--- config.mk ---
export PLATFORM = sky130hd
export DESIGN_NAME = pixel_mixer
export DESIGN_NICKNAME = d
export VERILOG_FILES = /design/src/hw/vga_pkg.sv /design/src/hw/pixel_mixer.sv
export SDC_FILE = /design/constraint.sdc
export NUM_CORES = 1
export LEC_CHECK = 0
export ABC_AREA = 1
export BUFFER_PORTS_ARGS = -buffer_cell sky130_fd_sc_hd__buf_2
export CAP_MARGIN = 15
export CORE_MARGIN = 2
export CORE_UTILIZATION = 45
export DETAILED_ROUTE_END_ITERATION = 12
export PLACE_DENSITY = 0.89
export SLEW_MARGIN = 20
export SYNTH_ARGS = -nofsm -noshare
export SYNTH_HDL_FRONTEND = slang
export SYNTH_SLANG_ARGS = --single-unit
--- constraint.sdc ---
create_clock -name clk -period 1.4 [get_ports clk]
set_input_delay 0.28 -clock clk [delete_from_list [all_inputs] [get_ports clk]]
set_output_delay 0.28 -clock clk [all_outputs]
set_load 0.01 [all_outputs]
--- src/hw/vga_pkg.sv ---
package vga_pkg;

    // ----------------------------------------------------------------------
    // pixel formats
    // ----------------------------------------------------------------------
    typedef struct packed {
        logic [4:0] r;
        logic [5:0] g;
        logic [4:0] b;
    } rgb565_t;

    typedef struct packed {
        logic [3:0] r;
        logic [3:0] g;
        logic [3:0] b;
    } rgb444_t;

    // one pixel slot of the scan, syncs active low
    typedef struct packed {
        logic [9:0] x;
        logic [9:0] y;
        logic       de;
        logic       hsync;
        logic       vsync;
        logic       frame_end;
    } scan_beat_t;

    // ----------------------------------------------------------------------
    // target colour and ball
    // ----------------------------------------------------------------------
    parameter logic [4:0] TARGET_R_MIN = 5'd24;
    parameter logic [5:0] TARGET_G_MAX = 6'd16;
    parameter logic [4:0] TARGET_B_MAX = 5'd8;

    parameter rgb444_t BALL_COLOR = 12'hFFF;

    function automatic logic is_target(input rgb565_t px);
        return (px.r >= TARGET_R_MIN) && (px.g < TARGET_G_MAX) && (px.b < TARGET_B_MAX);
    endfunction

    // square of side size, top-left corner at bx, by
    function automatic logic in_square(input logic [9:0] px, input logic [9:0] py,
                                       input logic [9:0] bx, input logic [9:0] by,
                                       input int size);
        logic [10:0] x_end;
        logic [10:0] y_end;
        x_end = {1'b0, bx} + 11'(size);
        y_end = {1'b0, by} + 11'(size);
        return (px >= bx) && ({1'b0, px} < x_end) && (py >= by) && ({1'b0, py} < y_end);
    endfunction

endpackage

--- src/hw/pixel_mixer.sv ---
`timescale 1ns/1ns

module pixel_mixer #(
    parameter int BALL_SIZE = 16
) (
    input  logic                  clk,
    input  logic                  i_arst_n,
    input  vga_pkg::scan_beat_t   i_beat,
    input  vga_pkg::rgb565_t      i_pixel,
    input  logic [9:0]            i_ball_x,
    input  logic [9:0]            i_ball_y,
    output logic                  o_hsync,
    output logic                  o_vsync,
    output logic                  o_de,
    output vga_pkg::rgb444_t      o_rgb
);

    logic             ball_px;
    vga_pkg::rgb444_t rgb_next;

    always_comb begin
        ball_px = vga_pkg::in_square(i_beat.x, i_beat.y, i_ball_x, i_ball_y, BALL_SIZE);
        if (!i_beat.de) begin
            rgb_next = '0;
        end else if (ball_px) begin
            rgb_next = vga_pkg::BALL_COLOR;
        end else begin
            // keep the top bits of each channel
            rgb_next = '{r: i_pixel.r[4:1], g: i_pixel.g[5:2], b: i_pixel.b[4:1]};
        end
    end

    always_ff @(posedge clk or negedge i_arst_n) begin
        if (!i_arst_n) begin
            o_hsync <= 1'b1;
            o_vsync <= 1'b1;
            o_de    <= 1'b0;
            o_rgb   <= '0;
        end else begin
            o_hsync <= i_beat.hsync;
            o_vsync <= i_beat.vsync;
            o_de    <= i_beat.de;
            o_rgb   <= rgb_next;
        end
    end

endmodule

; Word-level counts from Yosys, hierarchy flattened
; Index checks and enable logic that the tools add are counted.
[classes]
add_sub_neg = 2
magnitude_cmp = 4
n_mux = 2
reduce_logical = 3
[op_table]
columns = operator, n
row1 = 12-bit two-way mux, 2
row2 = "10-bit by 5-bit adder with 11-bit output, second input constant", 2
row3 = 10-bit by 11-bit < comparator with 1-bit output, 2
row4 = 10-bit greater-or-equal comparator, 2
row5 = 1-bit logical AND, 3
[word_totals]
reg_bits = 15
inputBits = 62
output_inout_bits = 15
elab_cells = 17

; Logic depth before layout (Yosys ltp)
[logic_depth]
word_depth = 7
ltp_mapped = 13
ltp_nobuf = 12

; Worst setup path before layout
; OpenSTA, ideal clock, no wires.
[synth_path]
kind = in2reg
start = input i_ball_x[4]
end = register o_rgb[10] (netlist bit)
setup_time_ns = 0.078
arrival_ns = 1.699
t_required_ns = 1.322
setup_slack_ns = -0.377
stages = 11
path_buffers = 1
cell_sequence = ha_1 > nand3_2 > xor2_1 > ha_1 > a21o_2 > nand3_1 > nand3_1 > nor2_1 > nand2_1 > buf_6 > a21oi_1
[synth_lines]
columns = element, line_no
row1 = start: declaration, pixel_mixer.sv:10  ; input logic [9:0] i_ball_x,
row2 = end signal: assignment, pixel_mixer.sv:43  ; o_rgb <= rgb_next;
row3 = end: declaration, pixel_mixer.sv:15  ; output vga_pkg::rgb444_t o_rgb

==> results.py <==
metrics = {
    "layout": {
        "multi_input_area_sq_um": 1130,
        "syn_to_final_growth_pct": 50.0,
        "diodes": 0,
        "fillers": 267,
        "layout.nets": 410,
        "drive_above_1_share_pct": 39.0,
        "stdcell_area_sq_um": 2350,
        "ff_latch_area_sq_um": 378,
    },
    "critical_path": {
        "cp-start-kind": "input port",
        "arrival_ps": 1930,
        "path_max_fanout": 5,
        "required_ps": 1590,
        "cp-end-kind": "register",
        "critPathKind": "in -> reg",
    },
    "route": {
        "via_per_inst": 4.65,
        "route.detailed.drc": 0,
        "ant_nets": 0,
        "wl_per_cell_microns": 10.6,
        "first_pass_iters": 4,
        "drt-initial-drc-count": 32,
        "drt-total-wl_microns": 3810,
        "vias": 1668,
    },
    "power_and_ir_drop": {
        "p_total_w": 0.00131,
        "ir_drop_mv": 0.310,
        "p_leak_nw": 1.40,
        "p_per_area_nw_per_um2": 558,
    },
    "synth": {
        "synth_commonest_cells": "inv_1 (51), nand2_1 (50), ha_1 (34)",
        "synth-edff-count": 0,
        "synth.largest_area_cell": "ha_1",
        "synth_cells": 219,
        "avgSynthCellArea_sq_um": 7.16,
        "ys_ff_latch": 15,
        "ys_seq_area_share_pct": 24.1,
        "synth_cell_types": 19,
        "syn_nets": 315,
        "ys_warn_count": 0,
        "synthArstFlopShare_pct": 100,
        "netlist_area_sq_um": 1570,
        "synth_flop_cell": "dfrtp_1",
        "yosysTopAreaCellShare_pct": 27.1,
        "synth.area.top_cells": "ha_1 (27%), dfrtp_1 (21%), inv_1 (12%)",
        "synth.most_common_cell": "inv_1",
    },
    "die": {
        "initial_utilization_pct": 47.0,
        "die_h_microns": 63.1,
        "die_x_microns": 63.1,
        "dieArea_sq_um": 3980,
        "rows": 21,
        "pin_count": 77,
        "core_area_sq_um": 3340,
    },
    "clock_network": {
        "clock_path_buffers": 2,
        "root_buffer": "clkbuf_4",
        "htree_levels": 1,
        "cts_buffers": 3,
        "cts_tree": "built",
        "clock-sinks": 15,
        "clk_pin_slew_ps": 90,
    },
    "status": {
        "violations": "negative setup slack",
        "status": "finished with violations",
    },
    "global_routing": {
        "grt_pass1_vias": 1609,
        "grt_usage_pct": 19.1,
        "antenna_found_initial": 0,
        "grt_pass1_wl_microns": 6240,
        "overflow": 0,
        "grt_max_degree": 16,
    },
    "sta": {
        "setup_viol": 12,
        "period_needed_ps": 1730,
        "fin_crit_sh_pct": 124,
        "max_slew_margin_pct": 57.5,
        "drv_slew": 0,
        "timing.setup.tns_ps": -3500,
        "final_hold_viol_count": 0,
        "rsz0062_at_grt": "yes",
        "setup_slack_ps": -332,
        "clock.fmax_mhz": 577,
        "tightest_slew_ps": 637,
    },
    "placed_design": {
        "gp_congestion": 0.788,
        "dp_hpwl_microns": 3100,
        "pre_cts_slack_ps": -624,
        "placed_area_sq_um": 2170,
        "port_buffers": 71,
    },
    "min_path": {
        "min_path_type": "in -> reg",
    },
    "flow_run": {
        "drv_cap": 0,
    },
}
[what timing repair did]
action | 4_1_cts | 5_1_grt
setup buffers | 1 | 0
gates resized for setup | 13 | 20
hold buffers | 1 | 0
pin swaps | 5 | 14
setup endpoints to repair | 12 | 12
endpoints found under the hold margin | 13 | 0
[worst max-delay path, cell delays in order]
cell,delay [ps]
buf_8,110
ha_4,170
xnor2_2,120
ha_1,310
nand2_2,80
inv_2,40
a21oi_2,130
nand2_1,60
nand2_1,50
nand2_1,60
nor2_1,130
nand2_2,100
buf_6,150
a21oi_4,120
[metal layers]
layer | global-route usage (%) | share of wire (%)
met3 | 1.96 | 4.6
met2 | 39.6 | 58
met5 | 0 | 0
met1 | 19.8 | 38
met4 | 4.72 | 0
[flip-flops by register name, indices dropped and copies added, names as in the netlist]
register	cells
o_de	1
o_rgb	12
o_vsync	1
o_hsync	1
[through the flow]
step                      hold WS, ps  utilization (%)  instances
final                            96.6             70.5        359
after global routing             71.9             70.5        359
after CTS                         106             68.0        359
after detailed placement          188             65.1        353
after global placement            179             65.1        353
after floorplan                 -15.6                -        219
[placed cells by master, fill, tap and decap left out, drive strengths merged, types with 2 or more instances in the layout]
master,n
buf,91
inv,51
nand2,50
ha,34
a21oi,22
nand3,14
dfrtp,13
nor2,13
xor2,6
a21o,4
clkbuf,3
nand3b,2
dfstp,2
nor3,2
xnor2,2
[cell type report]
cell class	instances	area share, %
flip-flops and latches	15	16.1
multi-input cells	151	48.2
inverters	51	8.13
clock inverters	1	0.213
well taps	46	2.45
clock buffers	3	0.957
repair buffers	92	24.0
[cells by family after synthesis]
kind of cell | share of synthesized area (%)
xor+xnor | 4.47
flops | 24.1
buf+inv | 13.2
simple gates | 21.9
compound gates | 9.33
fa+ha+maj | 27.1
[path summary, 6_finish.rpt]
kind / from / slack [ps] / cells after the start / to
min: i_beat[2] / 100 / 1 / o_hsync$_DFF_PN1_
max in group asynchronous: i_arst_n / 690 / 2 / o_vsync$_DFF_PN1_
max: i_ball_x[4] / -330 / 14 / o_rgb[8]$_DFF_PN0_
min in group asynchronous: i_arst_n / 420 / 2 / o_rgb[3]$_DFF_PN0_
[power by group]
| group | switching (W) | internal [W] | total [W] | leakage (nW) |
|---|---|---|---|---|
| clock | 0.000132 | 0.000106 | 0.000237 | 0.0177 |
| combinational | 0.000311 | 0.000294 | 0.000605 | 1.20 |
| sequential | 0.00000788 | 0.000463 | 0.000471 | 0.186 |
| total | 0.000450 | 0.000863 | 0.00131 | 1.40 |
Note: power is estimated with default switching activity, not from simulation.
