## config.mk

```make
export PLATFORM = sky130hd
export DESIGN_NAME = vga_timing
export DESIGN_NICKNAME = d
export VERILOG_FILES = /design/src/hw/vga_pkg.sv /design/src/hw/vga_timing.sv
export SDC_FILE = /design/constraint.sdc
export NUM_CORES = 1
export LEC_CHECK = 0
export ABC_AREA = 0
export BUFFER_PORTS_ARGS = -buffer_cell sky130_fd_sc_hd__clkbuf_2
export CAP_MARGIN = 10
export CORE_ASPECT_RATIO = 1.4
export CORE_UTILIZATION = 45
export DETAILED_ROUTE_END_ITERATION = 10
export PLACE_DENSITY = 0.69
export SLEW_MARGIN = 20
export SYNTH_ARGS = -nofsm -noshare
export SYNTH_HDL_FRONTEND = slang
export SYNTH_SLANG_ARGS = --single-unit
```

## constraint.sdc

```tcl
create_clock -name clk -period 2.6 [get_ports clk]
set_input_delay 0.52 -clock clk [delete_from_list [all_inputs] [get_ports clk]]
set_output_delay 0.52 -clock clk [all_outputs]
set_load 0.02 [all_outputs]
```

## src/hw/vga_pkg.sv

```systemverilog
package vga_pkg;

    // ----------------------------------------------------------------------
    // pixel formats
    // ----------------------------------------------------------------------
    typedef struct packed {
        logic [4:0] r;
        logic [5:0] g;
        logic [4:0] b;
    } rgb565_t;

    typedef struct packed {
        logic [3:0] r;
        logic [3:0] g;
        logic [3:0] b;
    } rgb444_t;

    // one pixel slot of the scan, syncs active low
    typedef struct packed {
        logic [9:0] x;
        logic [9:0] y;
        logic       de;
        logic       hsync;
        logic       vsync;
        logic       frame_end;
    } scan_beat_t;

    // ----------------------------------------------------------------------
    // target colour and ball
    // ----------------------------------------------------------------------
    parameter logic [4:0] TARGET_R_MIN = 5'd24;
    parameter logic [5:0] TARGET_G_MAX = 6'd16;
    parameter logic [4:0] TARGET_B_MAX = 5'd8;

    parameter rgb444_t BALL_COLOR = 12'hFFF;

    function automatic logic is_target(input rgb565_t px);
        return (px.r >= TARGET_R_MIN) && (px.g < TARGET_G_MAX) && (px.b < TARGET_B_MAX);
    endfunction

    // square of side size, top-left corner at bx, by
    function automatic logic in_square(input logic [9:0] px, input logic [9:0] py,
                                       input logic [9:0] bx, input logic [9:0] by,
                                       input int size);
        logic [10:0] x_end;
        logic [10:0] y_end;
        x_end = {1'b0, bx} + 11'(size);
        y_end = {1'b0, by} + 11'(size);
        return (px >= bx) && ({1'b0, px} < x_end) && (py >= by) && ({1'b0, py} < y_end);
    endfunction

endpackage

```

## src/hw/vga_timing.sv

```systemverilog
`timescale 1ns/1ns

module vga_timing #(
    parameter int H_ACTIVE = 640,
    parameter int H_FRONT  = 16,
    parameter int H_SYNC   = 96,
    parameter int H_BACK   = 48,
    parameter int V_ACTIVE = 480,
    parameter int V_FRONT  = 10,
    parameter int V_SYNC   = 2,
    parameter int V_BACK   = 33
) (
    input  logic                   clk,
    input  logic                   i_arst_n,
    output vga_pkg::scan_beat_t    o_beat
);

    localparam int H_TOTAL = H_ACTIVE + H_FRONT + H_SYNC + H_BACK;
    localparam int V_TOTAL = V_ACTIVE + V_FRONT + V_SYNC + V_BACK;
    localparam int HS_START = H_ACTIVE + H_FRONT;
    localparam int VS_START = V_ACTIVE + V_FRONT;

    logic [9:0] h_cnt;
    logic [9:0] v_cnt;
    logic       line_end;

    assign line_end = (h_cnt == 10'(H_TOTAL - 1));

    always_ff @(posedge clk or negedge i_arst_n) begin
        if (!i_arst_n) begin
            h_cnt <= '0;
            v_cnt <= '0;
        end else begin
            if (line_end) begin
                h_cnt <= '0;
                if (v_cnt == 10'(V_TOTAL - 1)) begin
                    v_cnt <= '0;
                end else begin
                    v_cnt <= v_cnt + 10'd1;
                end
            end else begin
                h_cnt <= h_cnt + 10'd1;
            end
        end
    end

    // decode straight from the counters
    always_comb begin
        o_beat.x         = h_cnt;
        o_beat.y         = v_cnt;
        o_beat.de        = (h_cnt < 10'(H_ACTIVE)) && (v_cnt < 10'(V_ACTIVE));
        o_beat.hsync     = !((h_cnt >= 10'(HS_START)) && (h_cnt < 10'(HS_START + H_SYNC)));
        o_beat.vsync     = !((v_cnt >= 10'(VS_START)) && (v_cnt < 10'(VS_START + V_SYNC)));
        o_beat.frame_end = (h_cnt == 10'(H_ACTIVE - 1)) && (v_cnt == 10'(V_ACTIVE - 1));
    end

endmodule

```

Word-level counts from Yosys, hierarchy flattened
Cells that the tools add are included.
{ "totals": {"out_inout_bits": 24, "input_bits": 2, "regBits": 20, "elab_cells": 22} }
{ "op_classes": {"n_eq_ne": 4, "reduce_logical": 6, "add_sub_neg": 2, "magnitude_cmp": 6, "mux": 2} }
{ "ops": {"columns": ["cell", "count"], "rows": [
  ["$eq 10x10->1 const B", 3],
  ["$add 10x1->10 const B", 2],
  ["$lt 10x10->1 const B", 2],
  ["$lt 10x9->1 const B", 2],
  ["$mux 10", 2],
  ["$eq 10x9->1 const B", 1],
  ["$ge 10x10->1 const B", 1],
  ["$ge 10x9->1 const B", 1],
  ["$logic_and 1x1->1", 4],
  ["$logic_not 1->1", 2]
]} }

Longest topological paths before layout
{ "depth": {"ltp_word": 3, "mapped_depth": 7, "mapped_depth_nobuf": 6} }

Worst setup path before layout
OpenSTA, ideal clock, no wires.
{ "synth_path": {"path_kind": "reg-to-output", "startpoint": "register h_cnt[0]", "endpoint": "output port o_beat[0] (netlist name)", "required_ns": 2.080, "n_path_buf": 0, "arrival_time_ns": 1.592, "slack_ns": 0.488, "path_stages_with_launch": 4, "path_cell_list": "dfrtp_1 ha_1 nand3_1 nor4_1"} }
{ "synth_rtl": {"columns": ["element", "line_no", "rtl"], "rows": [
  ["from (decl)", "vga_timing.sv:23", "logic [9:0] h_cnt;"],
  ["from (signal assigned)", "vga_timing.sv:42", "h_cnt <= h_cnt + 10'd1;"],
  ["to (decl)", "vga_timing.sv:15", "output vga_pkg::scan_beat_t o_beat"]
]} }

==> results.json <==
{
  "via_per_inst": 5.76,
  "finalSetupViolations": 0,
  "die_w_um": 43.6,
  "min_period_over_period": 0.940,
  "antenna_cells": 0,
  "syn_to_final_growth_pct": 16.4,
  "crit_buf_inv": 1,
  "dp_slack_ps": 507,
  "p_total_mw": 0.495,
  "path_cells": "or4b_2, or3_1, clkbuf_2",
  "cts_setup_buffers": 0,
  "clockBufferDepth": 2,
  "routedWlPerCell_um": 14.3,
  "die_h_um": 60.3,
  "gp_congestion": 0.810,
  "grt_pass1_wl_um": 4000,
  "final_nets": 142,
  "status": "complete, but fails checks",
  "hold_ws_ps": 168,
  "cp_max_fo": 8,
  "maxCapViolCount": 0,
  "yosysUniqueCellTypes": 36,
  "hold_violations": 0,
  "r2r-end": "v_cnt[3]",
  "worstSkewPairLatency_ps": 300,
  "synth_warnings": 0,
  "fin_tns_setup_ps": 0,
  "drt_iter0_markers": 42,
  "top_layer": "met4",
  "drive_above_1_share": 0.289,
  "fillCellCount": 203,
  "r2r_start": "v_cnt[0]",
  "htree_levels": 1,
  "io_buffer_count": 25,
  "powerDensity_nw_per_um2": 389,
  "synth_edf_count": 0,
  "ant_nets": 0,
  "crit_slowest_cell": "or4b_2",
  "avgSynthCellArea_sq_um": 10.1,
  "synthCells": 108,
  "via_count": 904,
  "slew-limit-headroom": 0.664,
  "criticalPathCategory": "reg -> out",
  "min_path_type": "in -> async",
  "clock.fmax_mhz": 409,
  "crit_family": "simple AND/OR/NAND/NOR gates",
  "p_leak_nw": 0.655,
  "arrival_ps": 1920,
  "core_area_sq_um": 2230,
  "initial_utilization": 0.490,
  "wl_met1_um": 980,
  "slowest_delay_ps": 680,
  "synthArstFlopShare": 1.00,
  "timing.final.ws_setup_ps": 157,
  "synthTopCellsByCount": "20 x dfrtp_1, 11 x nor2_1, 9 x nand3_1",
  "drt-total-wl_um": 2250,
  "numCtsBuffers": 3,
  "synth-seq-cells": 20,
  "cts_tree": "done",
  "ctsResizeCount": 0,
  "final.setup_skew_ps": 4.47,
  "start_kind": "flip-flop",
  "violations": "DRC",
  "post-route-util": 0.571,
  "yosysMostFrequentCell": "dfrtp_1",
  "rr_worst_depth": 6,
  "dr_wl_met3_um": 96,
  "cts_hold_buf": 0,
  "min_period_ps": 2440,
  "syn-cell-area_sq_um": 1090,
  "antenna_found_initial": 0,
  "synth_top_area_frac": 0.458,
  "cp.required_ps": 2080,
  "synth_top_cell_by_area": "dfrtp_1",
  "peakVddDrop_mv": 0.269,
  "crit_path_start": "v_cnt[2]",
  "drv_slew": 0,
  "synth.net_count": 114,
  "ys_top_cells_by_area": "dfrtp_1 46%, xor2_1 4.8%, ha_1 4.6%",
  "cts.sinks": 20,
  "dp_hpwl_um": 1670,
  "ys.flop_type": "dfrtp_1",
  "dr.pass1.iters": 7,
  "wl_met2_um": 1140,
  "worst_slew_pin_slew_ps": 505,
  "ios": 26,
  "root_buffer": "clkbuf_4",
  "rsz0062_at_grt": "no",
  "reg2reg_slack_ps": 660,
  "grt_usage": 0.204,
  "end_kind": "primary output",
  "rows": 20,
  "drc": 1,
  "clk_transition_reported_paths_ps": 110,
  "grt_pass1_vias": 913,
  "grt_max_degree": 21,
  "grt_overflow": 0,
  "dieArea_sq_um": 2630,
  "yosysSeqAreaShare": 0.458
}
cell usage in the layout (no fill, tap or decap), drive strengths merged, types with 4 or more instances in the layout:
cell type / n
nand4: 8
dfrtp: 20
nor2: 11
ha: 4
inv: 7
nand3: 9
xor2: 6
clkbuf: 29
xnor2: 4
o21ai: 4
worst max path at each step:
stage	endpoint	slack [ps]	cells after the start
finish	o_beat[1]	160	3
global route	o_beat[1]	80	3
CTS	o_beat[1]	150	3
detailed placement	o_beat[1]	510	3
global placement	o_beat[1]	530	3
floorplan	o_beat[0]	490	3
cell type report:
type | instances | area, sq um | share of cell area
clock buffer | 4 | 36.3 | 0.0285
inverter | 7 | 26.3 | 0.0207
multi-input combinational | 79 | 556 | 0.437
sequential | 20 | 500 | 0.394
tap | 22 | 27.5 | 0.0217
timing repair buffer | 25 | 125 | 0.0984
registers in the layout (all words and copies together), names as in the netlist:
register  cells
h_cnt        10
v_cnt        10
power by group:
part / switching (mW) / internal (mW) / leakage, nW / total (mW)
Clock: 0.0921 / 0.0853 / 0.0210 / 0.177
Combinational: 0.00586 / 0.000520 / 0.369 / 0.00638
Sequential: 0 / 0.311 / 0.265 / 0.311
stage by stage:
step                      area [sq um]  instances
final                             1270        157
after global routing              1270        157
after CTS                         1270        157
after detailed placement          1230        153
after global placement            1230        153
after floorplan                   1090        108
layer usage:
layer	up-vias	global-route usage
li1	442	-
met1	430	0.244
met2	28	0.352
met3	4	0.0242
met4	0	0.107
met5	-	0
kinds of logic (layout without fill, tap and decap cells):
group	Yosys count	count (layout)	synth area share
flip-flops	20	20	0.458
adder cells (fa/ha/maj)	4	4	0.0458
AND/OR/NAND/NOR	52	52	0.301
XOR/XNOR	10	10	0.0802
AO/OA/AOI/OAI	12	12	0.0722
buffers and inverters	9	36	0.0332
multiplexers	1	1	0.00916
Note: power is estimated with default switching activity, not from simulation.
