[config.mk]
export PLATFORM = sky130hd
export DESIGN_NAME = frame_reader
export DESIGN_NICKNAME = d
export VERILOG_FILES = /design/src/hw/vga_pkg.sv /design/src/hw/frame_reader.sv
export SDC_FILE = /design/constraint.sdc
export NUM_CORES = 1
export LEC_CHECK = 0
export BUFFER_PORTS_ARGS = -buffer_cell sky130_fd_sc_hd__buf_2
export CAP_MARGIN = 10
export CORE_AREA = 2 2 79 81
export DETAILED_ROUTE_END_ITERATION = 12
export DIE_AREA = 0 0 81 83
export HOLD_SLACK_MARGIN = 0.05
export PLACE_DENSITY = 0.73
export SLEW_MARGIN = 5
export SYNTH_ARGS = -nofsm -noshare
export SYNTH_HDL_FRONTEND = slang
export SYNTH_SLANG_ARGS = --single-unit
[constraint.sdc]
create_clock -name clk -period 1.1 [get_ports clk]
set_input_delay 0.055 -clock clk [delete_from_list [all_inputs] [get_ports clk]]
set_output_delay 0.055 -clock clk [all_outputs]
set_load 0.05 [all_outputs]
[src/hw/vga_pkg.sv]
package vga_pkg;

    // ----------------------------------------------------------------------
    // pixel formats
    // ----------------------------------------------------------------------
    typedef struct packed {
        logic [4:0] r;
        logic [5:0] g;
        logic [4:0] b;
    } rgb565_t;

    typedef struct packed {
        logic [3:0] r;
        logic [3:0] g;
        logic [3:0] b;
    } rgb444_t;

    // one pixel slot of the scan, syncs active low
    typedef struct packed {
        logic [9:0] x;
        logic [9:0] y;
        logic       de;
        logic       hsync;
        logic       vsync;
        logic       frame_end;
    } scan_beat_t;

    // ----------------------------------------------------------------------
    // target colour and ball
    // ----------------------------------------------------------------------
    parameter logic [4:0] TARGET_R_MIN = 5'd24;
    parameter logic [5:0] TARGET_G_MAX = 6'd16;
    parameter logic [4:0] TARGET_B_MAX = 5'd8;

    parameter rgb444_t BALL_COLOR = 12'hFFF;

    function automatic logic is_target(input rgb565_t px);
        return (px.r >= TARGET_R_MIN) && (px.g < TARGET_G_MAX) && (px.b < TARGET_B_MAX);
    endfunction

    // square of side size, top-left corner at bx, by
    function automatic logic in_square(input logic [9:0] px, input logic [9:0] py,
                                       input logic [9:0] bx, input logic [9:0] by,
                                       input int size);
        logic [10:0] x_end;
        logic [10:0] y_end;
        x_end = {1'b0, bx} + 11'(size);
        y_end = {1'b0, by} + 11'(size);
        return (px >= bx) && ({1'b0, px} < x_end) && (py >= by) && ({1'b0, py} < y_end);
    endfunction

endpackage

[src/hw/frame_reader.sv]
`timescale 1ns/1ns

module frame_reader #(
    parameter int H_ACTIVE = 640,
    parameter int V_ACTIVE = 480,
    parameter int ADDR_W   = 17
) (
    input  logic                  clk,
    input  logic                  i_arst_n,
    input  vga_pkg::scan_beat_t   i_beat,
    input  logic                  i_upscale,
    output logic [ADDR_W-1:0]     o_raddr,
    input  vga_pkg::rgb565_t      i_rdata,
    output vga_pkg::scan_beat_t   o_beat,
    output vga_pkg::rgb565_t      o_pixel
);

    localparam int BUF_W = H_ACTIVE / 2;
    localparam int BUF_H = V_ACTIVE / 2;

    localparam vga_pkg::scan_beat_t BEAT_IDLE = '{
        x: 10'd0, y: 10'd0, de: 1'b0, hsync: 1'b1, vsync: 1'b1, frame_end: 1'b0
    };

    logic [9:0]          src_x;
    logic [9:0]          src_y;
    logic                mapped;
    vga_pkg::scan_beat_t beat_d1;
    logic                mapped_d1;
    logic                mapped_d2;

    // halve the position when scaling up
    assign src_x  = i_upscale ? {1'b0, i_beat.x[9:1]} : i_beat.x;
    assign src_y  = i_upscale ? {1'b0, i_beat.y[9:1]} : i_beat.y;
    assign mapped = i_beat.de && (src_x < 10'(BUF_W)) && (src_y < 10'(BUF_H));

    always_ff @(posedge clk) begin
        o_raddr <= ADDR_W'(src_y * BUF_W + src_x);
    end

    // two stages to line up with the RAM read
    always_ff @(posedge clk or negedge i_arst_n) begin
        if (!i_arst_n) begin
            beat_d1   <= BEAT_IDLE;
            o_beat    <= BEAT_IDLE;
            mapped_d1 <= 1'b0;
            mapped_d2 <= 1'b0;
        end else begin
            beat_d1   <= i_beat;
            o_beat    <= beat_d1;
            mapped_d1 <= mapped;
            mapped_d2 <= mapped_d1;
        end
    end

    assign o_pixel = mapped_d2 ? i_rdata : '0;

endmodule

After elaboration in Yosys (flattened, before gate mapping)
Index checks and enable logic that the tools add are counted.

storage, ports and cells
  memories kept = 0
  latch bits = 0
  bits of input ports = 43
  bits in writable memories = 0
  word-level logic and storage cells = 24
  bits in registers = 67
  ROM bits = 0

operators by class
  reductions and logical operators = 2
  multiplexer cells = 3
  multiply operators = 1
  div/mod/pow operators = 0
  equality and inequality tests = 0
  $lt $le $gt $ge = 2
  bitwise gates (word level) = 0
  shift-type cells = 0
  add/sub/neg operators = 1

operator list
  operator                                                      number
  2-to-1 mux 10 bit                                             2
  adder 17 x 10 -> 17 bit                                       1
  2-to-1 mux 16 bit                                             1
  multiplier 10 x 3 -> 11 bit (second input constant)           1
  less-than comparator 10 x 8 -> 1 bit (second input constant)  1
  less-than comparator 10 x 9 -> 1 bit (second input constant)  1
  logical AND 1 bit                                             2

Depth between registers and ports, before layout
  word-level depth = 4
  mapped depth = 13

Worst setup path after synthesis
Ideal clock, no wire load.

  path type = input to register
  start point = input port i_upscale
  end point = register o_raddr[16]
  path slack = -1745 ps
  required time = 980 ps
  setup time = 120 ps
  cell stages on the path = 13
  data arrival time = 2725 ps
  path through = buf_2 -> buf_2 -> mux2i_1 -> inv_1 -> ha_1 -> ha_1 -> fa_1 -> a21o_1 -> a21oi_1 -> xnor2_2 -> nand3_2 -> nor3_2 -> xnor2_1

between the ends
  longest elaborated chain between the ends = 3
  elaborated cells on any way between the ends = 4
  classes of those cells = add/sub (1); mul (1); mux (2)

RTL lines
  what                         RTL line            text
  start: declaration           frame_reader.sv:11  input logic i_upscale,
  2-to-1 mux 10 bit            frame_reader.sv:34  assign src_y = i_upscale ? {1'b0, i_beat.y[9:1]} : i_beat.y;
  multiplier 10 x 3 -> 11 bit  frame_reader.sv:38  o_raddr <= ADDR_W'(src_y * BUF_W + src_x);
  adder 17 x 10 -> 17 bit *    frame_reader.sv:38
  end signal: assignment       frame_reader.sv:38
  end: declaration             frame_reader.sv:12  output logic [ADDR_W-1:0] o_raddr,

Mark *: on every way between the ends. The rest lies on a longest branch, timed or not.

Worst setup path in the final report
  start point = input port i_upscale
  end point = register o_raddr[15]

The elaborated chain is that of the path after synthesis.

==> impl_results.md <==
- Syn Std Cell Area: 2580 µm²
- Most frequent CP cell: ha_4
- Crit-path slowest cell: fa_2
- Die footprint: 6720 µm²
- Least-Margin Pin Slew: 383 ps
- Final setup fails: 26
- Fin. Hold Viols: 0
- Outcome: complete, but fails checks
- Synth Register Bits: 67
- Core footprint: 5820 µm²
- Pre-antenna DRT Iters: 4
- GRT overflow: 0
- Final Cycle Share: 187%
- CP peak stage delay: 390 ps
- Hold WC Path Type: input pin to register
- DRT met1 WL: 2.71 mm
- Top cell type by total area after synthesis: dfrtp_1
- Placed Instances: 387
- Share of the synthesized area in the top cell type: 44.6%
- Peak supply drop: 0.00118 V
- Met2 wire length: 3.54 mm
- WS Path Type: input pin to register
- Drt total wl: 6.93 mm
- Reg2reg path depth: 0
- Top layer in use: met4
- XOR/XNOR Fraction of Synth Area: 6.25%
- Top_reg_cell synth: dfrtp_1
- Setup Skew: 12.1 ps
- Diodes inserted: 0
- Top cells by area, synth: dfrtp_1, dfxtp_1, ha_1, mux2_2, dfstp_2
- Largest family of logic cells by synthesized area: adder cells
- Placed cell area: 3600 µm²
- Async S/R FF share, synth: 74.6%
- Layout area overhead: 73.1%
- First-pass GRT wire length: 10.7 mm
- Sequential area share after synthesis: 61.9%
- Crit path max-delay family: adder cells
- Max-cap violations: 0
- Yosys cell types: 33
- TritonCTS clock tree: built
- Startpoint Class: input pin
- Synth Area in Adders: 10.8%
- Initial Util: 44.4%
- Root Buffer: clkbuf_8
- DIE HEIGHT: 83 µm
- Die Width: 81 µm
- Count leader, synth: dfrtp_1
- H-Tree Depth: 3
- Synth Net Count: 245
- Achievable clock frequency: 485 MHz
- Buffers & Inverters on Critical Path: 3
- Reg2Reg Launch Point: beat_d1[2]
- Maximum fanout along the worst path: 8
- I/O Pins: 100
- Largest net degree at the start of global routing: 51
- Post-synthesis simple-gate area fraction: 6.93%
- Maximum clock path buffer count: 2
- Initial antenna violation count: 0
- Clock Latency Late Sink: 340 ps
- CP required: 1370 ps
- Tot GR Track Use: 21.5%
- Post-synth top cells: dfrtp_1, ha_1, dfxtp_1
- DRT iter0 DRCs: 48
- Vias in the first global route: 2099
- Hpwl dp: 4.32 mm
- Failing checks: negative setup slack
- Met3 wire len: 499 µm
- NumNets Final: 419
- Tmin final: 2060 ps
- Cells along the critical path: buf_12, mux2_4, ha_4, ha_4, fa_2, a21o_1, a21oi_2, xnor2_2, buf_4, inv_2, nor3_4, xnor2_1
- Final ANT Viol Nets: 0
- Finished Cell Area: 4470 µm²
- Wire per inst: 15.9 µm
- Via count: 2046
- Cell count along the critical path: 12
- Mux cell area share after synthesis: 7.76%
- Non-filler cells, final: 435
- Site Rows: 28
- Final setup margin: -960 ps
- Syn avg cell area: 14.3 µm²
- Hold_sp: i_beat[21]
- Compound-gate portion of the synthesized area: 4.75%
- Fin. max-slew vios: 0
- Gate Count Post-Synth: 181
- Leak: 2.14 nW
- Fraction of layout cells with a size suffix above 1: 63.9%
- CP startpoint: i_upscale
- Clk sinks: 67
- Slew headroom: 74.4%
- CP Capture Type: register
- Arr. time, crit path: 2330 ps
- Power Dens Cells: 1830 nW/µm²
- Multi-input logic area: 1260 µm²
- Warnings from Yosys: 0
- Fillcell total: 336
- CTS buffer count: 9
- Number of synthesized flops with an enable pin: 0
- FF+latch area: 1600 µm²
- GPL Wtd Cong: 0.735
- Worst hold path stage count: 3
- # port buffers: 99
- Vias per inst: 4.70
- # DRC: 0
- Worst-path clk slew: 80 ps
- RSZ-0062 raised after global routing: true
-- cell usage in the layout, fill, tap and decap left out, types with 2 or more instances in the layout --
cell / synthesis / final
nand2_1: 3 / 2
dfxtp_1: 17 / 17
ha_4: 0 / 11
nor3_4: 0 / 2
xor2_1: 4 / 4
xnor2_2: 1 / 5
nor2b_1: 2 / 2
mux2i_4: 0 / 2
buf_12: 0 / 2
ha_1: 19 / 8
o21ai_1: 0 / 2
buf_8: 0 / 5
mux2_2: 16 / 12
bufinv_16: 0 / 2
nand4_1: 2 / 2
inv_1: 8 / 4
buf_6: 0 / 22
clkbuf_8: 0 / 9
nand3_1: 2 / 2
buf_2: 2 / 80
dfrtp_1: 46 / 45
dfstp_2: 4 / 4
inv_6: 0 / 3
a21o_1: 4 / 4
a21oi_2: 1 / 4
nor2_1: 2 / 2
fa_2: 0 / 2
xnor2_1: 8 / 4
inv_2: 0 / 4
mux2_4: 0 / 4
dlygate4sd3_1: 0 / 25
buf_4: 0 / 32
and2_4: 0 / 16
-- metrics by stage --
step           TNS, ps  power (mW)  worst slack, ps  hold WS [ps]  utilization, %
2_1_floorplan    -7840        4.59            -1240          -241               -
3_3_place_gp     -9730        5.33            -1300          52.2            61.8
3_5_place_dp    -10100        5.37            -1360          55.6            61.8
4_1_cts          -7860        8.04             -944           113            75.1
5_1_grt          -9050        8.57            -1040           127            76.8
6_report         -7810        8.19             -960           122            76.8
-- timing repair --
item | CTS | global route
hold buffers | 25 | 0
buffers inserted | 9 | 4
pin swaps | 14 | 16
endpoints found under the hold margin | 81 | 0
setup endpoints to repair | 28 | 29
resized for setup | 71 | 25
gates cloned | 0 | 0
-- path summary, 6_finish.rpt --
| kind | slack (ps) | endpoint |
|---|---|---|
| min | 120 | o_raddr[6] |
| min reg2reg | 350 | o_beat[5] |
| min in group asynchronous | 210 | beat_d1[4] |
| max reg2reg | 530 | o_beat[2] |
| max in group asynchronous | 590 | beat_d1[1] |
| max | -960 | o_raddr[15] |
-- registers in the layout, summed over array words and instances (netlist names) --
register / flops
mapped_d2: 1
beat_d1: 24
mapped_d1: 1
o_beat: 24
o_raddr: 17
-- power by group --
part	switching (mW)	internal (mW)	total [mW]
clock network	1.07	1.32	2.38
logic	1.77	1.22	2.99
registers	0.0713	2.74	2.81
-- cell type report --
| cell class | count | area share, % |
|---|---|---|
| inverters | 8 | 0.672 |
| clock buffers | 9 | 2.77 |
| well taps | 75 | 2.10 |
| repair buffers | 166 | 28.1 |
| clock inverters | 7 | 2.35 |
| flip-flops and latches | 67 | 35.8 |
| multi-input cells | 103 | 28.3 |
-- cells by family after synthesis --
kind of cell               Yosys count
buffers and inverters               11
and+or+nand+nor                     30
adders and majority gates           21
xor gates and xnor gates            15
AOI/OAI and AO/OA                   19
muxes                               18
DFF                                 67
-- layer usage --
layer	GRT usage, %	up-vias
met2	35.1	92
met5	0	-
met4	9.09	0
met1	25.9	981
met3	6.96	11
li1	-	962
Power figures use the tool's default switching activity.
