[src/hw/game_pkg.sv]
package game_pkg;

    // ----------------------------------------------------------------------
    // APB bus
    // ----------------------------------------------------------------------
    typedef struct packed {
        logic        psel;
        logic        penable;
        logic        pwrite;
        logic [7:0]  paddr;
        logic [31:0] pwdata;
    } apb_req_t;

    typedef struct packed {
        logic [31:0] prdata;
        logic        pready;
        logic        pslverr;
    } apb_rsp_t;

    // ----------------------------------------------------------------------
    // game control and status
    // ----------------------------------------------------------------------
    typedef struct packed {
        logic        enable;
        logic        upscale;
        logic [9:0]  ball_x;
        logic [9:0]  ball_y;
        logic [15:0] threshold;
        logic        score_clear;
    } game_ctrl_t;

    typedef struct packed {
        logic [7:0]  score;
        logic [15:0] hits;
    } game_status_t;

    // register map
    parameter logic [7:0] REG_CTRL   = 8'h00;
    parameter logic [7:0] REG_BALL_X = 8'h04;
    parameter logic [7:0] REG_BALL_Y = 8'h08;
    parameter logic [7:0] REG_THRESH = 8'h0C;
    parameter logic [7:0] REG_SCORE  = 8'h10;
    parameter logic [7:0] REG_HITS   = 8'h14;

endpackage

[src/hw/apb_regs.sv]
`timescale 1ns/1ns

module apb_regs (
    input  logic                   clk,
    input  logic                   i_arst_n,
    input  game_pkg::apb_req_t     i_apb,
    output game_pkg::apb_rsp_t     o_apb,
    output game_pkg::game_ctrl_t   o_ctrl,
    input  game_pkg::game_status_t i_status
);

    logic        access;
    logic        wr_en;
    logic        mapped;
    logic [31:0] rd_data;

    game_pkg::game_ctrl_t ctrl_q;

    assign access = i_apb.psel && i_apb.penable;
    assign wr_en  = access && i_apb.pwrite;

    // ----------------------------------------------------------------------
    // address decode and read mux
    // ----------------------------------------------------------------------
    always_comb begin
        mapped  = 1'b1;
        rd_data = '0;
        case (i_apb.paddr)
            game_pkg::REG_CTRL:   rd_data = {30'd0, ctrl_q.upscale, ctrl_q.enable};
            game_pkg::REG_BALL_X: rd_data = {22'd0, ctrl_q.ball_x};
            game_pkg::REG_BALL_Y: rd_data = {22'd0, ctrl_q.ball_y};
            game_pkg::REG_THRESH: rd_data = {16'd0, ctrl_q.threshold};
            game_pkg::REG_SCORE:  rd_data = {24'd0, i_status.score};
            game_pkg::REG_HITS:   rd_data = {16'd0, i_status.hits};
            default:              mapped  = 1'b0;
        endcase
    end

    assign o_apb.prdata  = rd_data;
    assign o_apb.pready  = 1'b1;
    assign o_apb.pslverr = access && !mapped;

    // ----------------------------------------------------------------------
    // writable registers
    // ----------------------------------------------------------------------
    always_ff @(posedge clk or negedge i_arst_n) begin
        if (!i_arst_n) begin
            ctrl_q <= '0;
        end else begin
            ctrl_q.score_clear <= 1'b0;
            if (wr_en) begin
                case (i_apb.paddr)
                    game_pkg::REG_CTRL: begin
                        ctrl_q.enable  <= i_apb.pwdata[0];
                        ctrl_q.upscale <= i_apb.pwdata[1];
                    end
                    game_pkg::REG_BALL_X: ctrl_q.ball_x    <= i_apb.pwdata[9:0];
                    game_pkg::REG_BALL_Y: ctrl_q.ball_y    <= i_apb.pwdata[9:0];
                    game_pkg::REG_THRESH: ctrl_q.threshold <= i_apb.pwdata[15:0];
                    // any write clears the score
                    game_pkg::REG_SCORE:  ctrl_q.score_clear <= 1'b1;
                    default: ;
                endcase
            end
        end
    end

    assign o_ctrl = ctrl_q;

endmodule

[config.mk]
export PLATFORM = sky130hd
export DESIGN_NAME = apb_regs
export DESIGN_NICKNAME = d
export VERILOG_FILES = /design/src/hw/game_pkg.sv /design/src/hw/apb_regs.sv
export SDC_FILE = /design/constraint.sdc
export NUM_CORES = 1
export LEC_CHECK = 0
export BUFFER_PORTS_ARGS = -buffer_cell sky130_fd_sc_hd__buf_2
export CORE_MARGIN = 1
export CORE_UTILIZATION = 45
export CTS_BUF_LIST = sky130_fd_sc_hd__clkbuf_8
export CTS_CLUSTER_SIZE = 16
export DETAILED_ROUTE_END_ITERATION = 16
export GPL_ROUTABILITY_DRIVEN = 0
export MAX_ROUTING_LAYER = met4
export PLACE_DENSITY_LB_ADDON = 0.05
export SYNTH_ARGS = -nofsm -noshare
export SYNTH_HDL_FRONTEND = slang
export SYNTH_SLANG_ARGS = --single-unit
[constraint.sdc]
create_clock -name clk -period 4.6 [get_ports clk]
set_input_delay 0.69 -clock clk [delete_from_list [all_inputs] [get_ports clk]]
set_output_delay 0.69 -clock clk [all_outputs]
set_load 0.01 [all_outputs]
=== Word level (Yosys, flattened, before mapping) ===
Cells that the tools add are included.

* Bits in registers: 39
* Input bits: 69
* Word-level logic and storage cells: 25
* Output and inout port bits: 73

* Eq/ne operators: 5
* Muxes and demuxes: 4
* Reduce and logical (&&, ||, !) cells: 10

{| class="wikitable"
|+ Operators with widths
! kind !! number
|-
| 16-bit one-hot mux with 6 select lines || 1
|-
| 8-bit by 4-bit == test with 1-bit output, second input constant || 2
|-
| 8-bit by 5-bit == test with 1-bit output, second input constant || 2
|-
| 8-bit by 3-bit == test with 1-bit output, second input constant || 1
|-
| 8-bit logical NOT || 1
|-
| 2-bit AND reduction || 4
|-
| 6-bit OR reduction || 1
|-
| 1-bit logical AND || 3
|-
| 1-bit 2-to-1 mux || 3
|-
| 1-bit logical NOT || 1
|}

=== Depth between registers and ports, before layout ===
Gate-level depths: netlist (run 1).

* Word-level depth: 5
* Gate-level depth with buffers: 6
* Gate-level depth less buffers: 3

=== Worst setup path after synthesis (run 1) ===
Ideal clock, no wire load.

* Path kind: in2out
* From: input port i_apb[33] in the netlist's numbering
* To: output port o_apb[10] in the netlist's numbering
* Data arrival time: 2.015 ns
* Buffers on the path: 1
* Cell stages on the path: 4
* Setup slack: 1.895 ns
* Data required time: 3.910 ns
* Cell sequence: or4_4 > or3_1 > clkbuf_1 > o21ai_0

{| class="wikitable"
|+ RTL lines
! what !! RTL line !! RTL
|-
| start: declaration || apb_regs.sv:6 || <nowiki>input game_pkg::apb_req_t i_apb,</nowiki>
|-
| end: declaration || apb_regs.sv:7 || <nowiki>output game_pkg::apb_rsp_t o_apb,</nowiki>
|}

==> summary.md, run 1 <==
| Metric | Value |
|---|---|
| Outcome | complete, no violations |
| CTS sink cnt | 39 |
| Total Routing Usage GR | 22.1% |
| Final worst path period share | 64.6% |
| Vias per std cell | 5.07 |
| Max Slew Vio Count | 0 |
| Reg2reg path depth | 1 |
| # setup viols final | 0 |
| Htree depth | 2 |
| Complex-gate fraction of the synthesized area | 9.30% |
| Top cells by area, synth | dfrtp_1 43%, mux2_2 24%, buf_4 5.6%, a22oi_1 5.3%, nor4_4 2.8% |
| Area after DPL | 0.00277 mm2 |
| Row Count | 25 |
| CP Max Fanout | 23 |
| Critical Path Start | i_apb[36] |
| Post-synthesis cell type count | 31 |
| Met1 Wirelength | 2530 um |
| Ys async rst share | 100% |
| Setup Skew | 0 ps |
| Synthesized-area fraction occupied by adder cells | 0% |
| Final hold viol count | 0 |
| Placed insts | 357 |
| Max VDD drop | 0.132 mV |
| Critical path arrival | 2280 ps |
| Worst skew pair latency | 280 ps |
| Mux cell area share after synthesis | 27.6% |
| Remaining routing DRC violations | 0 |
| Yosys warning count | 0 |
| Initial antenna violation count | 0 |
| Wire length per cell | 15.1 um |
| Largest area contributor in the netlist | dfrtp_1 |
| XOR/XNOR Fraction of Synth Area | 0% |
| Multi-input gate area | 0.00116 mm2 |
| Most frequently used flop master after synthesis | dfrtp_1 |
| Die footprint | 0.00531 mm2 |
| Fillers | 451 |
| CP required | 3910 ps |
| CORE AREA | 0.00479 mm2 |
| Mapped Cells | 193 |
| Synth Area in Simple Gates | 11.5% |
| Relative slew slack | 40.0% |
| Port bufs | 108 |
| Largest net degree at the start of global routing | 40 |
| WS Path Type | input port to primary output |
| Worst-path clk slew | 70 ps |
| CTS Buffer Depth | 2 |
| Routed wl met3 | 253 um |
| Clock tree from TritonCTS | done |
| Leakage | 1.56 nW |
| Fraction of layout cells with a size suffix above 1 | 58.1% |
| Post-synth EDFFs | 0 |
| Synthesized area | 0.00226 mm2 |
| DR top layer | met4 |
| Boundary pin count | 142 |
| Clock root cell | clkbuf_8 |
| Area Growth Syn to Fin | 25.7% |
| Vias | 1841 |
| Startpoint Class | input port |
| Largest family of logic cells by synthesized area | multiplexers |
| Postcts setup bufs | 0 |
| Routed Antenna Nets | 0 |
| Pwr dens | 228 mW/mm2 |
| Post-route design area | 0.00284 mm2 |
| Final WS setup | 1630 ps |
| Slew @ Worst Pin | 893 ps |
| Avg Cell Area, Syn | 11.7 um2 |
| Cts bufs inserted | 5 |
| Met2 Wirelength | 2650 um |
| #FFs+latches synth | 39 |
| Routed Wire Length | 5480 um |
| HP Class | input port to asynchronous set/reset pin |
| Post-synthesis sequential area ratio | 43.2% |
| Cell Count, Final, Fillers Out | 363 |
| Fin Hold WS | 525 ps |
| Top cell type's share of synthesized area | 43.2% |
| Crit path time final | 2970 ps |
| R2r endpoint | o_ctrl[32]$_DFFE_PN0P_ |
| Max reg flops | 39 |
| Setup TNS | 0 ps |
| Post_cts resized | 0 |
| Die X | 72.9 um |
| F_max | 0.337 GHz |
| Max-Cap Viols | 0 |
| Nets | 366 |
| Global-route wire length before repair | 8650 um |
| Vias in the first global route | 1784 |
| DP Wirelength | 4000 um |
| Drt pass-1 iters | 4 |
| Hold-fix buffers at CTS | 0 |
| # diodes | 0 |
| RR Startpoint | o_ctrl[32]$_DFFE_PN0P_ |
| Sequential cell area | 976 um2 |
| Critical Path End Type | primary output |
| RSZ-0062 raised after global routing | false |
| Drt initial violations | 59 |
| DP Worst Slack | 1540 ps |
| Total grt overflow | 0 |
| R2R setup slack | 3800 ps |
| Initial core utilization | 47.2% |
| Die H | 72.9 um |
-- worst max-delay path, cell delays in order --
cell	delay, ps
buf_2	230
nor2b_1	570
nand3_1	350
o22ai_1	270
buf_2	160
-- per-layer routing --
metal  vias up  GRT usage (%)
li1        885              -
met1       880           28.8
met2        72           35.1
met3         4           3.59
met4         0           7.63
met5         -              -
-- cell families after synthesis --
family	after synthesis
and+or+nand+nor	39
buffers and inverters	28
AOI/OAI and AO/OA	29
other	2
DFF	39
muxes	56
-- report_power, final --
group          total [mW]  switching, mW  internal (mW)
Combinational      0.0895         0.0509         0.0385
Clock               0.207          0.108         0.0989
Sequential          0.351        0.00364          0.348
-- final cells by class --
cell class	count	area share (%)
multi-input combinational	141	40.7
clock buffer	5	2.42
clock inverter	1	0.132
inverter	1	0.132
timing repair buffer	109	19.3
sequential	39	34.3
tap	67	2.95
-- Yosys cell counts (all sizes together) (3+ instances only) --
cell type and n:
o22ai 5, nor4 5, nor2 8, buf 21, or2 3, dfrtp 39
nand3 4, a22oi 16, nand2 7, nor2b 4, mux2 50, mux2i 6
clkbuf 6
-- worst max-delay path by stage --
stage / end / cells after the start
CTS: o_apb[5] / 5
floorplan: o_apb[10] / 4
finish: o_apb[5] / 5
detailed placement: o_ctrl[32]$_DFFE_PN0P_ / 4
global route: o_apb[3] / 5
global placement: o_ctrl[27]$_DFFE_PN0P_ / 4
-- per-stage QoR --
step / total power, mW / util (%)
2_1_floorplan: 0.415 / -
3_3_place_gp: 0.447 / 57.9
3_5_place_dp: 0.447 / 57.9
4_1_cts: 0.656 / 59.4
5_1_grt: 0.676 / 59.4
6_report: 0.648 / 59.4
-- layout by cell type, fill, tap and decap left out, types with 2 or more instances in the layout --
cell / n
nor2_1: 8
a22oi_1: 16
nand2_1: 7
clkbuf_8: 5
mux2_2: 49
or3_1: 2
dfrtp_1: 39
buf_2: 108
nand2b_1: 2
or2_2: 3
o32ai_1: 2
nor4_1: 2
a21oi_1: 2
nand3_1: 4
o22ai_1: 5
inv_1: 2
conb_1: 17
nor4_4: 3
nor2b_1: 4
mux2i_1: 6
No activity file was read; power rests on OpenSTA's default activity.
==> inputs of run 2 (changes only) <==
--- a/config.mk
+++ b/config.mk
@@ -7,7 +7,7 @@
 export LEC_CHECK = 0
 export BUFFER_PORTS_ARGS = -buffer_cell sky130_fd_sc_hd__buf_2
 export CORE_MARGIN = 1
-export CORE_UTILIZATION = 45
+export CORE_UTILIZATION = 40
 export CTS_BUF_LIST = sky130_fd_sc_hd__clkbuf_8
 export CTS_CLUSTER_SIZE = 16
 export DETAILED_ROUTE_END_ITERATION = 16
==> constraint.sdc (replaced) <==
create_clock -name clk -period 2.6 [get_ports clk]
set_input_delay 0.39 -clock clk [delete_from_list [all_inputs] [get_ports clk]]
set_output_delay 0.39 -clock clk [all_outputs]
set_load 0.01 [all_outputs]
==> run 2 against run 1 <==
  * Flip-flop and latch count stayed put
  * Clock skew stayed put
  * Highest routed layer unchanged
  * Clock power is 100% higher
  * Largest power group unchanged
  * Hold slack worse by 310 ps
  * Sequential power rose by 77%
  * Critical path type unchanged
  * Design area rose by 3.4%
  * Via count increased by 5.8%
  * Register-to-register slack got worse by 2000 ps
  * Global-route usage decreased by 1.6 points
==> summary.md, run 2 (synthesis results as in run 1) <==
| Metric | Value |
|---|---|
| Largest net degree at the start of global routing | 40 (unchanged) |
| RSZ-0062 raised after global routing | false (unchanged) |
| Vias | 1947 (was 1841) |
| Vias in the first global route | 1808 (was 1784) |
| Drt pass-1 iters | 6 (was 4) |
| # setup viols final | 0 (unchanged) |
| HP Class | input port to asynchronous set/reset pin (unchanged) |
| Critical path's slowest cell | or4_4 (was nor2b_1) |
| Remaining routing DRC violations | 0 (unchanged) |
| R2R setup slack | 1800 ps (was 3800 ps) |
| Nets | 376 (was 366) |
| Die footprint | 0.00596 mm2 (was 0.00531 mm2) |
| Reg2reg path depth | 1 (unchanged) |
| Hold-fix buffers at CTS | 0 (unchanged) |
| Clock root cell | clkbuf_8 (unchanged) |
| Post-route design area | 0.00294 mm2 (was 0.00284 mm2) |
| Cell Count, Final, Fillers Out | 379 (was 363) |
| Routed Antenna Nets | 0 (unchanged) |
| Vias per std cell | 5.14 (was 5.07) |
| DP Wirelength | 4330 um (was 4000 um) |
| Global-route wire length before repair | 9330 um (was 8650 um) |
| Startpoint Class | input port (unchanged) |
| CTS sink cnt | 39 (unchanged) |
| Pwr dens | 410 mW/mm2 (was 228 mW/mm2) |
| Area Growth Syn to Fin | 29.9% (was 25.7%) |
| CTS Buffer Depth | 2 (unchanged) |
| Crit path time final | 2330 ps |
| Die X | 77.2 um (was 72.9 um) |
| Pwr Total | 1.20 mW (was 0.648 mW) |
| Critical path arrival | 1940 ps (was 2280 ps) |
| Fraction of layout cells with a size suffix above 1 | 59.9% (was 58.1%) |
| CP required | 2210 ps (was 3910 ps) |
| Row Count | 27 (was 25) |
| Max VDD drop | 0.326 mV (was 0.132 mV) |
| Clock tree from TritonCTS | done (unchanged) |
| Postcts setup bufs | 0 (unchanged) |
| Max Slew Vio Count | 0 (unchanged) |
| Max-Cap Viols | 0 (unchanged) |
| Core Util, Final | 53.7% (was 59.4%) |
| Routed Wire Length | 5840 um (was 5480 um) |
| Slowest cell delay on critical path | 570 ps (about the same) |
| F_max | 0.430 GHz |
| # diodes | 0 (unchanged) |
| Outcome | complete, no violations (unchanged) |
| Die H | 77.2 um (was 72.9 um) |
| Final worst path period share | 89.5% |
| Setup TNS | 0 ps (unchanged) |
| Wire length per cell | 15.4 um (was 15.1 um) |
| Post_cts resized | 0 (unchanged) |
| Port bufs | 108 (unchanged) |
| Most frequent cells in the layout | 108 x buf_2, 49 x mux2_2, 39 x dfrtp_1, 17 x conb_1, 16 x a22oi_1 (unchanged) |
| RR Startpoint | o_ctrl[15]$_DFFE_PN0P_ (was o_ctrl[32]$_DFFE_PN0P_) |
| DP Worst Slack | 259 ps (was 1540 ps) |
| Worst-path clk slew | 70 ps (about the same) |
| Final WS setup | 274 ps (was 1630 ps) |
| Fin Hold WS | 217 ps (was 525 ps) |
| CP Cell Sequence | buf_2 -> or4_4 -> or3_1 -> o21ai_0 -> buf_2 (was buf_2 -> nor2b_1 -> nand3_1 -> o22ai_1 -> buf_2) |
| Sequential cell area | 976 um2 (unchanged) |
| Setup Skew | 0 ps (unchanged) |
| Initial antenna violation count | 0 (unchanged) |
| CP Max Fanout | 8 (was 23) |
| Multi-input gate area | 0.00116 mm2 (unchanged) |
| Total Routing Usage GR | 20.5% (was 22.1%) |
| Critical Path End Type | primary output (unchanged) |
| Fillers | 539 (was 451) |
| Leakage | 1.61 nW (was 1.56 nW) |
| Total grt overflow | 0 (unchanged) |
| Relative slew slack | 41.2% (was 40.0%) |
| Area after DPL | 0.00285 mm2 (was 0.00277 mm2) |
| Initial core utilization | 41.3% (was 47.2%) |
| Slew @ Worst Pin | 882 ps (was 893 ps) |
| Placed insts | 372 (was 357) |
| Boundary pin count | 142 (unchanged) |
| Cts bufs inserted | 5 (unchanged) |
| R2r endpoint | o_ctrl[15]$_DFFE_PN0P_ (was o_ctrl[32]$_DFFE_PN0P_) |
| Worst path most repeated cell | buf_2 (unchanged) |
| Most common cell after layout, fill and taps aside | buf_2 (unchanged) |
| Max reg flops | 39 (unchanged) |
| WS Path Type | input port to primary output (unchanged) |
| CORE AREA | 0.00547 mm2 (was 0.00479 mm2) |
| Drt initial violations | 105 (was 59) |
| Final hold viol count | 0 (unchanged) |
| Htree depth | 2 (unchanged) |
| Worst skew pair latency | 290 ps (was 280 ps) |
run 2: changes by cell type in the layout (fill, tap and decap cells not counted):
cell      change
buf_4        +10
clkbuf_8      +1
clkinv_2      +1
inv_1         -1
run 2: how the worst max path moves through the flow:
stage,start,endpoint,slack [ps],depth (start not counted)
final,i_apb[33],o_apb[10],270,5
after global routing,i_apb[33],o_apb[6],250,5
after CTS,i_apb[33],o_apb[10],260,5
after detailed placement,i_apb[33],o_apb[10],260,5
after global placement,i_apb[33],o_apb[10],270,5
after floorplan,i_apb[33],o_apb[10],500,4
run 2: metal layers:
metal  track usage (%)  vias up  part of all wire [%]
li1                  -      910                     -
met5                 -        -                     0
met3              5.12        8                   7.2
met2              29.0       84                    46
met1              28.8      945                    45
met4              6.23        0                   1.2
run 2: area by class of cell:
type / instances / share of cell area (%)
multi-input cells: 141 / 39.4
flip-flops and latches: 39 / 33.2
repair buffers: 119 / 21.2
well taps: 72 / 3.07
clock buffers: 6 / 2.81
clock inverters: 1 / 0.170
inverters: 1 / 0.128
run 2: critical path, delay by kind of cell:
kind            cells  cell delay (ps)
buf+inv             2              270
compound gates      1              220
simple gates        2             1070
run 2: where the power goes:
group / internal, mW / leakage (nW) / switching (mW)
clock network: 0.208 / 0.0470 / 0.209
registers: 0.615 / 0.543 / 0.00649
logic: 0.0725 / 1.02 / 0.0927
